### src/snes_loader_cfg.svh
`ifndef SNES_LOADER_CFG_SVH
`define SNES_LOADER_CFG_SVH

// ==========================================================================
// Widths and sizes
// ==========================================================================
`define DL_ADDR_W        25
`define FILL_ADDR_W      17
`define CODE_FIFO_DEPTH  4

// Copier header in front of the ROM image
`define HEADER_SKIP      512

// Offset of the ROM size word inside the internal header, per mapper
`define LOROM_SIZE_OFF   'h7FD6
`define HIROM_SIZE_OFF   'hFFD6
`define EXHIROM_SIZE_OFF 'h40FFD6
`define RAM_SIZE_DELTA   2

// Download index values from the host
`define CART_INDEX       6'd0
`define CODE_INDEX       8'hFF

// ==========================================================================
// APB register map (byte offsets)
// ==========================================================================
`define REG_CTRL         8'h00
`define REG_CART_INFO    8'h04
`define REG_ROM_MASK     8'h08
`define REG_RAM_MASK     8'h0C
`define REG_CODE_STATUS  8'h10
`define REG_CODE_FLAGS   8'h14
`define REG_CODE_ADDR    8'h18
`define REG_CODE_CMP     8'h1C
`define REG_CODE_REPL    8'h20
`define REG_CODE_POP     8'h24

`endif
### src/snes_loader_pkg.sv
`default_nettype none

`include "snes_loader_cfg.svh"

package snes_loader_pkg;

	// Download stream
	typedef logic [`DL_ADDR_W-1:0] dl_addr_t;
	typedef logic [15:0]           dl_data_t;
	typedef logic [7:0]            dl_index_t;

	// Cartridge information
	typedef logic [7:0]  rom_type_t;
	typedef logic [23:0] mem_mask_t;

	// Work RAM fill port
	typedef logic [`FILL_ADDR_W-1:0] fill_addr_t;
	typedef logic [7:0]              fill_data_t;

	// Flags [127:96], address [95:64], compare [63:32], replace [31:0]
	typedef logic [127:0] cheat_code_t;
	typedef logic [$clog2(`CODE_FIFO_DEPTH):0] code_count_t;

	// APB
	typedef logic [7:0]  apb_addr_t;
	typedef logic [31:0] apb_data_t;

	typedef enum logic [2:0] {
		HDR_AUTO    = 3'd0,
		HDR_NONE    = 3'd1,
		HDR_LOROM   = 3'd2,
		HDR_HIROM   = 3'd3,
		HDR_EXHIROM = 3'd4
	} header_mode_e;

	typedef enum logic [1:0] {
		REGION_AUTO = 2'd0,
		REGION_NTSC = 2'd2,
		REGION_PAL  = 2'd3
	} region_sel_e;

	typedef enum logic [1:0] {
		FILL_9966 = 2'd0,
		FILL_00FF = 2'd1,
		FILL_55   = 2'd2,
		FILL_FF   = 2'd3
	} fill_pattern_e;

	typedef enum logic {
		FILL_IDLE = 1'b0,
		FILL_RUN  = 1'b1
	} fill_state_e;

endpackage

`default_nettype wire

### src/snes_loader_top.sv
`default_nettype none
`timescale 1ns/1ps

`include "snes_loader_cfg.svh"

module snes_loader_top (
	input  wire                         clk_sys,
	input  wire                         RESET,
	input  wire                         dl_active,
	input  snes_loader_pkg::dl_index_t  dl_index,
	input  snes_loader_pkg::dl_addr_t   dl_addr,
	input  snes_loader_pkg::dl_data_t   dl_data,
	input  wire                         dl_wr,
	input  wire                         psel,
	input  wire                         penable,
	input  wire                         pwrite,
	input  snes_loader_pkg::apb_addr_t  paddr,
	input  snes_loader_pkg::apb_data_t  pwdata,
	output snes_loader_pkg::apb_data_t  prdata,
	output logic                        pready,
	output logic                        pslverr,
	output snes_loader_pkg::fill_addr_t fill_addr,
	output snes_loader_pkg::fill_data_t fill_data,
	output logic                        fill_we,
	output logic                        pal
);

	logic cart_download;
	logic code_download;
	logic cart_dl_q;
	logic cart_start;
	logic clearing;
	snes_loader_pkg::header_mode_e header_mode;
	snes_loader_pkg::region_sel_e region_sel;
	snes_loader_pkg::fill_pattern_e fill_pattern;
	snes_loader_pkg::rom_type_t rom_type;
	snes_loader_pkg::mem_mask_t rom_mask;
	snes_loader_pkg::mem_mask_t ram_mask;
	snes_loader_pkg::cheat_code_t code;
	snes_loader_pkg::cheat_code_t head;
	snes_loader_pkg::code_count_t count;
	logic code_push;
	logic code_pop;
	logic ovf_clear;
	logic empty;
	logic overflow;

	// Download type from the host index
	assign cart_download = dl_active & (dl_index[5:0] == `CART_INDEX);
	assign code_download = dl_active & (dl_index == `CODE_INDEX);

	always_ff @(posedge clk_sys) begin
		if (RESET) begin
			cart_dl_q <= 1'b0;
		end else begin
			cart_dl_q <= cart_download;
		end
	end

	// First cycle of a cartridge download
	assign cart_start = cart_download & ~cart_dl_q;

	rom_header_detect hdr_i (
		.clk_sys(clk_sys), .RESET(RESET),
		.cart_download(cart_download), .dl_wr(dl_wr),
		.dl_addr(dl_addr), .dl_data(dl_data),
		.header_mode(header_mode), .region_sel(region_sel),
		.rom_type(rom_type), .rom_mask(rom_mask), .ram_mask(ram_mask), .pal(pal)
	);

	wram_fill fill_i (
		.clk_sys(clk_sys), .RESET(RESET),
		.cart_start(cart_start), .fill_pattern(fill_pattern),
		.fill_addr(fill_addr), .fill_data(fill_data),
		.fill_we(fill_we), .clearing(clearing)
	);

	cheat_code_assembler asm_i (
		.clk_sys(clk_sys), .RESET(RESET),
		.code_download(code_download), .dl_wr(dl_wr),
		.dl_addr(dl_addr), .dl_data(dl_data),
		.code(code), .code_push(code_push)
	);

	cheat_code_fifo #(
		.DEPTH(`CODE_FIFO_DEPTH)
	) fifo_i (
		.clk_sys(clk_sys), .RESET(RESET),
		.flush(cart_start), .code_push(code_push), .code(code),
		.code_pop(code_pop), .ovf_clear(ovf_clear),
		.head(head), .count(count), .empty(empty), .overflow(overflow)
	);

	cart_apb_regs regs_i (
		.clk_sys(clk_sys), .RESET(RESET),
		.psel(psel), .penable(penable), .pwrite(pwrite),
		.paddr(paddr), .pwdata(pwdata),
		.rom_type(rom_type), .rom_mask(rom_mask), .ram_mask(ram_mask),
		.pal(pal), .clearing(clearing),
		.head(head), .count(count), .empty(empty), .overflow(overflow),
		.prdata(prdata), .pready(pready), .pslverr(pslverr),
		.header_mode(header_mode), .region_sel(region_sel), .fill_pattern(fill_pattern),
		.code_pop(code_pop), .ovf_clear(ovf_clear)
	);

endmodule

`default_nettype wire

### src/cart_apb_regs.sv
`default_nettype none
`timescale 1ns/1ps

`include "snes_loader_cfg.svh"

module cart_apb_regs (
	input  wire                            clk_sys,
	input  wire                            RESET,
	input  wire                            psel,
	input  wire                            penable,
	input  wire                            pwrite,
	input  snes_loader_pkg::apb_addr_t     paddr,
	input  snes_loader_pkg::apb_data_t     pwdata,
	input  snes_loader_pkg::rom_type_t     rom_type,
	input  snes_loader_pkg::mem_mask_t     rom_mask,
	input  snes_loader_pkg::mem_mask_t     ram_mask,
	input  wire                            pal,
	input  wire                            clearing,
	input  snes_loader_pkg::cheat_code_t   head,
	input  snes_loader_pkg::code_count_t   count,
	input  wire                            empty,
	input  wire                            overflow,
	output snes_loader_pkg::apb_data_t     prdata,
	output logic                           pready,
	output logic                           pslverr,
	output snes_loader_pkg::header_mode_e  header_mode,
	output snes_loader_pkg::region_sel_e   region_sel,
	output snes_loader_pkg::fill_pattern_e fill_pattern,
	output logic                           code_pop,
	output logic                           ovf_clear
);

	logic access;
	logic wr_access;
	logic err;

	// No wait states
	assign pready    = 1'b1;
	assign access    = psel & penable;
	assign wr_access = access & pwrite;

	// ========================================================================
	// Control register
	// ========================================================================
	always_ff @(posedge clk_sys) begin
		if (RESET) begin
			header_mode  <= snes_loader_pkg::HDR_AUTO;
			region_sel   <= snes_loader_pkg::REGION_AUTO;
			fill_pattern <= snes_loader_pkg::FILL_9966;
		end else if (wr_access && paddr == `REG_CTRL) begin
			header_mode  <= snes_loader_pkg::header_mode_e'(pwdata[2:0]);
			region_sel   <= snes_loader_pkg::region_sel_e'(pwdata[5:4]);
			fill_pattern <= snes_loader_pkg::fill_pattern_e'(pwdata[9:8]);
		end
	end

	// ========================================================================
	// Read mux and error decode
	// ========================================================================
	always_comb begin
		prdata = '0;
		err    = 1'b0;
		case (paddr)
			`REG_CTRL: begin
				prdata = {22'd0, fill_pattern, 2'd0, region_sel, 1'b0, header_mode};
			end
			`REG_CART_INFO: begin
				prdata = {22'd0, clearing, pal, rom_type};
				err    = pwrite;
			end
			`REG_ROM_MASK: begin
				prdata = {8'd0, rom_mask};
				err    = pwrite;
			end
			`REG_RAM_MASK: begin
				prdata = {8'd0, ram_mask};
				err    = pwrite;
			end
			`REG_CODE_STATUS: begin
				prdata = {23'd0, overflow, 5'd0, count};
			end
			`REG_CODE_FLAGS: begin
				prdata = head[127:96];
				err    = pwrite | empty;
			end
			`REG_CODE_ADDR: begin
				prdata = head[95:64];
				err    = pwrite | empty;
			end
			`REG_CODE_CMP: begin
				prdata = head[63:32];
				err    = pwrite | empty;
			end
			`REG_CODE_REPL: begin
				prdata = head[31:0];
				err    = pwrite | empty;
			end
			`REG_CODE_POP: begin
				// Write only, a read returns zero
				err = pwrite & empty;
			end
			default: begin
				err = 1'b1;
			end
		endcase
	end

	assign pslverr = access & err;

	// Pulses land on the edge that closes the access phase
	assign code_pop  = wr_access & (paddr == `REG_CODE_POP) & ~empty;
	assign ovf_clear = wr_access & (paddr == `REG_CODE_STATUS) & pwdata[8];

endmodule

`default_nettype wire

### src/cheat_code_fifo.sv
`default_nettype none
`timescale 1ns/1ps

`include "snes_loader_cfg.svh"

module cheat_code_fifo #(
	parameter int DEPTH = `CODE_FIFO_DEPTH
) (
	input  wire                          clk_sys,
	input  wire                          RESET,
	input  wire                          flush,
	input  wire                          code_push,
	input  snes_loader_pkg::cheat_code_t code,
	input  wire                          code_pop,
	input  wire                          ovf_clear,
	output snes_loader_pkg::cheat_code_t head,
	output snes_loader_pkg::code_count_t count,
	output logic                         empty,
	output logic                         overflow
);

	localparam int PTR_W = $clog2(DEPTH);
	localparam int CNT_W = $clog2(DEPTH) + 1;

	snes_loader_pkg::cheat_code_t mem [DEPTH];
	logic [PTR_W-1:0] rd_ptr;
	logic [PTR_W-1:0] wr_ptr;
	logic [CNT_W-1:0] fill_cnt;
	logic full;
	logic do_pop;
	logic do_push;

	assign full  = (fill_cnt == CNT_W'(DEPTH));
	assign empty = (fill_cnt == '0);

	// A pop frees the slot a push in the same cycle needs
	assign do_pop  = code_pop & ~empty;
	assign do_push = code_push & (~full | do_pop);

	always_ff @(posedge clk_sys) begin
		if (do_push) begin
			mem[wr_ptr] <= code;
		end
	end

	always_ff @(posedge clk_sys) begin
		if (RESET) begin
			rd_ptr   <= '0;
			wr_ptr   <= '0;
			fill_cnt <= '0;
		end else if (flush) begin
			rd_ptr   <= '0;
			wr_ptr   <= '0;
			fill_cnt <= '0;
		end else begin
			if (do_push) begin
				wr_ptr <= wr_ptr + 1'b1;
			end
			if (do_pop) begin
				rd_ptr <= rd_ptr + 1'b1;
			end
			if (do_push && !do_pop) begin
				fill_cnt <= fill_cnt + 1'b1;
			end else if (do_pop && !do_push) begin
				fill_cnt <= fill_cnt - 1'b1;
			end
		end
	end

	// Sticky until software clears it, a flush leaves it alone
	always_ff @(posedge clk_sys) begin
		if (RESET) begin
			overflow <= 1'b0;
		end else if (code_push && !do_push) begin
			overflow <= 1'b1;
		end else if (ovf_clear) begin
			overflow <= 1'b0;
		end
	end

	assign head  = mem[rd_ptr];
	assign count = snes_loader_pkg::code_count_t'(fill_cnt);

endmodule

`default_nettype wire

### src/cheat_code_assembler.sv
`default_nettype none
`timescale 1ns/1ps

module cheat_code_assembler (
	input  wire                          clk_sys,
	input  wire                          RESET,
	input  wire                          code_download,
	input  wire                          dl_wr,
	input  snes_loader_pkg::dl_addr_t    dl_addr,
	input  snes_loader_pkg::dl_data_t    dl_data,
	output snes_loader_pkg::cheat_code_t code,
	output logic                         code_push
);

	logic code_wr;

	assign code_wr = code_download & dl_wr;

	// Words arrive low half first, big endian values are left to the host
	always_ff @(posedge clk_sys) begin
		if (code_wr) begin
			case (dl_addr[3:0])
				4'd0:  code[111:96]  <= dl_data;
				4'd2:  code[127:112] <= dl_data;
				4'd4:  code[79:64]   <= dl_data;
				4'd6:  code[95:80]   <= dl_data;
				4'd8:  code[47:32]   <= dl_data;
				4'd10: code[63:48]   <= dl_data;
				4'd12: code[15:0]    <= dl_data;
				4'd14: code[31:16]   <= dl_data;
				default: ;
			endcase
		end
	end

	// Last word completes the code
	always_ff @(posedge clk_sys) begin
		if (RESET) begin
			code_push <= 1'b0;
		end else begin
			code_push <= code_wr && (dl_addr[3:0] == 4'd14);
		end
	end

endmodule

`default_nettype wire

### src/wram_fill.sv
`default_nettype none
`timescale 1ns/1ps

module wram_fill (
	input  wire                            clk_sys,
	input  wire                            RESET,
	input  wire                            cart_start,
	input  snes_loader_pkg::fill_pattern_e fill_pattern,
	output snes_loader_pkg::fill_addr_t    fill_addr,
	output snes_loader_pkg::fill_data_t    fill_data,
	output logic                           fill_we,
	output logic                           clearing
);

	snes_loader_pkg::fill_state_e state;

	// One full sweep per cartridge download, restarted by a new start
	always_ff @(posedge clk_sys) begin
		if (RESET) begin
			state     <= snes_loader_pkg::FILL_IDLE;
			fill_addr <= '0;
		end else if (cart_start) begin
			state     <= snes_loader_pkg::FILL_RUN;
			fill_addr <= '0;
		end else begin
			case (state)
				snes_loader_pkg::FILL_RUN: begin
					fill_addr <= fill_addr + 1'b1;
					if (&fill_addr) begin
						state <= snes_loader_pkg::FILL_IDLE;
					end
				end
				default: begin
					fill_addr <= '0;
				end
			endcase
		end
	end

	assign fill_we  = (state == snes_loader_pkg::FILL_RUN);
	assign clearing = fill_we;

	// Power-on patterns of the different console revisions
	always_comb begin
		case (fill_pattern)
			snes_loader_pkg::FILL_9966: fill_data = (fill_addr[8] ^ fill_addr[2]) ? 8'h66 : 8'h99;
			snes_loader_pkg::FILL_00FF: fill_data = (fill_addr[9] ^ fill_addr[0]) ? 8'hFF : 8'h00;
			snes_loader_pkg::FILL_55:   fill_data = 8'h55;
			default:                    fill_data = 8'hFF;
		endcase
	end

endmodule

`default_nettype wire

### src/rom_header_detect.sv
`default_nettype none
`timescale 1ns/1ps

`include "snes_loader_cfg.svh"

module rom_header_detect (
	input  wire                           clk_sys,
	input  wire                           RESET,
	input  wire                           cart_download,
	input  wire                           dl_wr,
	input  snes_loader_pkg::dl_addr_t     dl_addr,
	input  snes_loader_pkg::dl_data_t     dl_data,
	input  snes_loader_pkg::header_mode_e header_mode,
	input  snes_loader_pkg::region_sel_e  region_sel,
	output snes_loader_pkg::rom_type_t    rom_type,
	output snes_loader_pkg::mem_mask_t    rom_mask,
	output snes_loader_pkg::mem_mask_t    ram_mask,
	output logic                          pal
);

	logic [3:0] rom_size;
	logic [3:0] ram_size;
	logic rom_region;
	logic forced;
	snes_loader_pkg::dl_addr_t size_addr;
	snes_loader_pkg::dl_addr_t ram_addr;

	// Location of the size word when the mapper is forced
	always_comb begin
		forced = 1'b1;
		case (header_mode)
			snes_loader_pkg::HDR_LOROM:
				size_addr = snes_loader_pkg::dl_addr_t'(`LOROM_SIZE_OFF + `HEADER_SKIP);
			snes_loader_pkg::HDR_HIROM:
				size_addr = snes_loader_pkg::dl_addr_t'(`HIROM_SIZE_OFF + `HEADER_SKIP);
			snes_loader_pkg::HDR_EXHIROM:
				size_addr = snes_loader_pkg::dl_addr_t'(`EXHIROM_SIZE_OFF + `HEADER_SKIP);
			default: begin
				forced    = 1'b0;
				size_addr = '0;
			end
		endcase
	end

	assign ram_addr = size_addr + snes_loader_pkg::dl_addr_t'(`RAM_SIZE_DELTA);

	always_ff @(posedge clk_sys) begin
		if (RESET) begin
			rom_size   <= 4'd0;
			ram_size   <= 4'd0;
			rom_region <= 1'b0;
			rom_type   <= 8'd0;
			rom_mask   <= 24'd0;
			ram_mask   <= 24'd0;
			pal        <= 1'b0;
		end else if (cart_download) begin
			if (dl_wr) begin
				if (dl_addr == '0) begin
					// Loader word: {type, ram size, rom size}
					if (header_mode == snes_loader_pkg::HDR_AUTO && dl_data[7:0] != 8'd0) begin
						{ram_size, rom_size} <= dl_data[7:0];
					end else begin
						rom_size <= 4'hC;
						ram_size <= 4'h0;
					end
					case (header_mode)
						snes_loader_pkg::HDR_NONE:    rom_type <= 8'd0;
						snes_loader_pkg::HDR_LOROM:   rom_type <= 8'd0;
						snes_loader_pkg::HDR_HIROM:   rom_type <= 8'd1;
						snes_loader_pkg::HDR_EXHIROM: rom_type <= 8'd2;
						default:                      rom_type <= dl_data[15:8];
					endcase
				end

				if (dl_addr == snes_loader_pkg::dl_addr_t'(2)) begin
					rom_region <= dl_data[8];
				end

				if (forced && dl_addr == size_addr) begin
					rom_size <= dl_data[11:8];
				end
				if (forced && dl_addr == ram_addr) begin
					ram_size <= dl_data[3:0];
				end

				// Masks trail the sizes by one write
				rom_mask <= (24'd1024 << rom_size) - 24'd1;
				ram_mask <= (ram_size != 4'd0) ? (24'd1024 << ram_size) - 24'd1 : 24'd0;
			end
		end else begin
			pal <= (region_sel == snes_loader_pkg::REGION_AUTO) ? rom_region : region_sel[0];
		end
	end

endmodule

`default_nettype wire

### config.mk
export PLATFORM = sky130hd
export DESIGN_NAME = snes_loader_top
export DESIGN_NICKNAME = d
export VERILOG_FILES = /design/src/snes_loader_pkg.sv /design/src/snes_loader_top.sv /design/src/cart_apb_regs.sv /design/src/cheat_code_fifo.sv /design/src/cheat_code_assembler.sv /design/src/wram_fill.sv /design/src/rom_header_detect.sv
export VERILOG_INCLUDE_DIRS = /design/src
export SDC_FILE = /design/constraint.sdc
export NUM_CORES = 1
export LEC_CHECK = 0
export BUFFER_PORTS_ARGS = -buffer_cell sky130_fd_sc_hd__buf_2
export CAP_MARGIN = 20
export CORE_UTILIZATION = 39
export DETAILED_ROUTE_END_ITERATION = 6
export GPL_ROUTABILITY_DRIVEN = 0
export MAX_ROUTING_LAYER = met4
export PLACE_DENSITY_LB_ADDON = 0.1
export RECOVER_POWER = 100
export SETUP_SLACK_MARGIN = 0.02
export SYNTH_ARGS = -nofsm -noshare
export SYNTH_HDL_FRONTEND = slang
export SYNTH_HIERARCHICAL = 1
export SYNTH_SLANG_ARGS = --single-unit
### constraint.sdc
create_clock -name clk_sys -period 13.66 [get_ports clk_sys]
set_input_delay 2.732 -clock clk_sys [delete_from_list [all_inputs] [get_ports clk_sys]]
set_output_delay 2.732 -clock clk_sys [all_outputs]
set_load 0.005 [all_outputs]
==> impl_metrics.yaml <==
synth:
  syn_avg_cell_area_um2: 18.2
  synth_area_leaders: "edfxtp_1 67%, mux4_2 11%, dfxtp_1 5.9%"
  ys_seq_area_share_pct: 73.0
  synth_largest_area_cell: "edfxtp_1"
  yosys.cell_types.count: 79
  synth_seq_cells: 725
  synthCells: 1574
  ys.flop_type: "edfxtp_1"
  synth_top_area_share_pct: 67.1
  yosysWarnings: 6
  async_reset_ff_share_pct: 0
  synth_area_mm2: 0.0286
  syn_nets: 1680
  synth_edf_count: 640
timing:
  finalSetupTns_ps: 0
  finalHoldViolations: 0
  skew_ps: 24.6
  tightest_slew_ps: 3860
  rsz0062_at_grt: "no"
  finalSetupViolations: 0
  relSlewSlack_pct: -157
  fin_crit_ps: 10660
  setup_ws_ps: 3000
  fin_crit_sh_pct: 78.0
  fmaxAchievable_mhz: 93.8
  drv_slew: 624
detailed_routing:
  via_count: 14900
  ant_nets: 0
  routed_via_density: 5.48
  drc: 0
  routed_wl_um: 70100
  wl_per_cell_um: 25.7
  drtIter0Drc: 1415
  first_pass_iters: 5
clock_network:
  cts_tree: "built"
  hold_buffers: 0
  cts_num_sinks: 725
  insertion_delay_ps: 630
  post_cts_buffers: 0
  cts.path.max_buffers: 3
  cts.htree.levels: 3
  cts_buffers: 79
  ctsResizeCount: 0
  cts.clk_slew.worst_paths_ps: 60
  cts_root_buffer: "clkbuf_16"
critical_path:
  cp.required_ps: 10930
  critical_path_class: "primary input to output port"
  reg2reg_slack_ps: 7870
  timing.rr.end: "fifo_i/mem[2][126]$_DFFE_PP_"
  crit_buf_inv: 4
  r2r_cells: 5
  crit_top_cell: "clkbuf_1"
  endpoint_kind: "output port"
  critPathLaunchType: "primary input"
  crit_fanout: 49
  crit_slowest_cell: "clkbuf_1"
  max_stage_delay_ps: 1630
  path_cells: "buf_2, clkbuf_1, or4b_1, nor2_1, clkbuf_1, a22oi_1, nand2_1, clkbuf_1"
  worst_ep_arrival_time_ps: 7930
  r2r-start: "fifo_i/count[0]$_SDFFE_PP0P_"
  crit_family: "buffers and inverters"
final_layout:
  layout.nets: 1814
  final_cell_mix: "640 x edfxtp_1, 140 x mux4_2, 89 x nor2_1"
  area_growth_pct: 13.0
  layout_commonest_cell: "edfxtp_1"
  drive_above_1_share_pct: 20.5
floorplanning:
  dieArea_mm2: 0.0745
  num_rows: 99
  die_h_um: 273
  core_mm2: 0.0728
  io_pins: 157
  die_w_um: 273
  initial_core_util_pct: 39.3
power:
  pwr-share-clk_pct: 45.6
  leakagePower_nw: 10.1
  power.density_mw_per_mm2: 139
  p_sw_mw: 0.892
  ir_worst_vdd_mv: 0.104
  p_sw_share_pct: 19.8
  pwr-share-seq_pct: 52.9
  combPwrFrac_pct: 1.5
  internal_power_mw: 3.61
grt:
  use_met3_pct: 3.39
  antenna_found_initial: 5
  use_met2_pct: 30.8
  grt_use_total_pct: 19.5
  grt_overflow_total: 0
  grt_pass1_vias: 15300
  grt_use_met1_pct: 26.2
  grt_max_degree: 68
  grt_pass1_wl_um: 102000
  grt-busiest-layer: "met2"
run:
  drv_cap: 18
hold_path:
  hold_class: "flop to flop"
  hold_path.startpoint: "hdr_i/rom_mask[19]$_SDFFE_PP0P_"
  hold_end: "hdr_i/rom_mask[19]$_SDFFE_PP0P_"
  hold_depth: 2
placement:
  pre_cts_ws_ps: 5080
  io_buffers: 130
  post-dp-hpwl_um: 41000
status:
  violations: "capacitance limit, slew limit"
  status: "finished with violations"
==> through the flow <==
stage | hold WS [ps] | total power [mW] | instances | area (um^2) | util (%)
6_report | 453 | 4.50 | 2728 | 32400 | 44.5
5_1_grt | 467 | 4.64 | 2727 | 32400 | 44.4
4_1_cts | 456 | 4.57 | 2725 | 32600 | 44.7
3_5_place_dp | 446 | 2.50 | 2585 | 30100 | 41.3
3_3_place_gp | 440 | 2.50 | 2585 | 30100 | 41.3
2_1_floorplan | 429 | 2.46 | 1574 | 28600 | -
==> area by class of cell <==
cell class                      instances  area (um^2)
Antenna cell                            2         5.00
Clock buffer                          103         2120
Clock inverter                         37          379
Fill cell                            6412        40500
Inverter                               16         60.1
Multi-Input combinational cell        729         6920
Sequential cell                       725        20900
Tap cell                              959         1200
Timing Repair Buffer                  157          763
==> synthesized netlist by cell type, types with 6 or more instances <==
cell	n
and3_1	6
and2_1	8
nand3_1	20
nor2_1	89
dfxtp_1	85
buf_6	6
edfxtp_1	640
buf_12	10
inv_1	16
mux4_2	140
nand4_1	9
o21ai_0	26
xor2_1	9
o21a_1	6
mux2i_1	58
nand2b_1	11
nor3_1	24
or3_1	6
nand2_1	84
clkbuf_1	32
a21oi_1	45
buf_2	26
o22ai_1	15
buf_4	25
a211oi_1	11
nor4_1	16
ha_1	9
a22oi_1	42
==> flip-flops by register name (all words and copies together), names as in the netlist, 2 cells and up, named ones only <==
register / cells
fifo_i/mem: 512
hdr_i/rom_size: 4
hdr_i/ram_mask: 15
regs_i/fill_pattern: 2
fill_i/fill_addr: 17
regs_i/region_sel: 2
fifo_i/rd_ptr: 2
regs_i/header_mode: 3
hdr_i/rom_mask: 15
hdr_i/ram_size: 4
asm_i/code: 128
fifo_i/count: 3
hdr_i/rom_type: 8
fifo_i/wr_ptr: 2
==> logic make-up (layout without fill, tap and decap cells) <==
| group | after synthesis | count (layout) | synth area share (%) |
|---|---|---|---|
| flops | 725 | 725 | 73.0 |
| buf+inv | 120 | 313 | 2.74 |
| compound gates | 188 | 188 | 4.40 |
| fa+ha+maj | 11 | 11 | 0.498 |
| mux | 200 | 200 | 13.1 |
| xor+xnor | 11 | 11 | 0.336 |
| other cells | 1 | 3 | 0.0131 |
| simple gates | 318 | 318 | 5.87 |
==> power by group through the flow <==
stage                     Clock, mW  Combinational, mW  Sequential, mW
after floorplan                   0             0.0274            2.43
after global placement            0             0.0689            2.43
after detailed placement          0             0.0694            2.43
after CTS                      2.12             0.0696            2.38
after global routing           2.19             0.0727            2.38
final                          2.05             0.0686            2.38
==> worst min-delay path: stages, from the launching register on <==
cell and delay [ps]:
dfxtp_1 310, nand2_1 50, a21oi_1 50
==> metal layers <==
| metal | part of all wire [%] | vias up | wire, um |
|---|---|---|---|
| li1 | - | 6616 | - |
| met4 | 2.3 | 0 | 1600 |
| met3 | 5.4 | 103 | 3770 |
| met2 | 48 | 423 | 33600 |
| met1 | 44 | 7804 | 31100 |
| met5 | 0 | - | 0 |
==> worst max path at each step <==
stage                   from                    endpoint  slack [ps]  cells past startpoint
finish              paddr[4]                  prdata[14]        3000                      8
global route        paddr[4]                  prdata[14]        2740                      8
CTS                 paddr[4]                  prdata[24]        5070                      8
detailed placement  paddr[4]                  prdata[24]        5080                      8
global placement    paddr[4]                  prdata[24]        5100                      8
floorplan           paddr[5]  fifo_i/mem[0][0]$_DFFE_PP_        5810                      6
(Power assumes the default switching activity.)
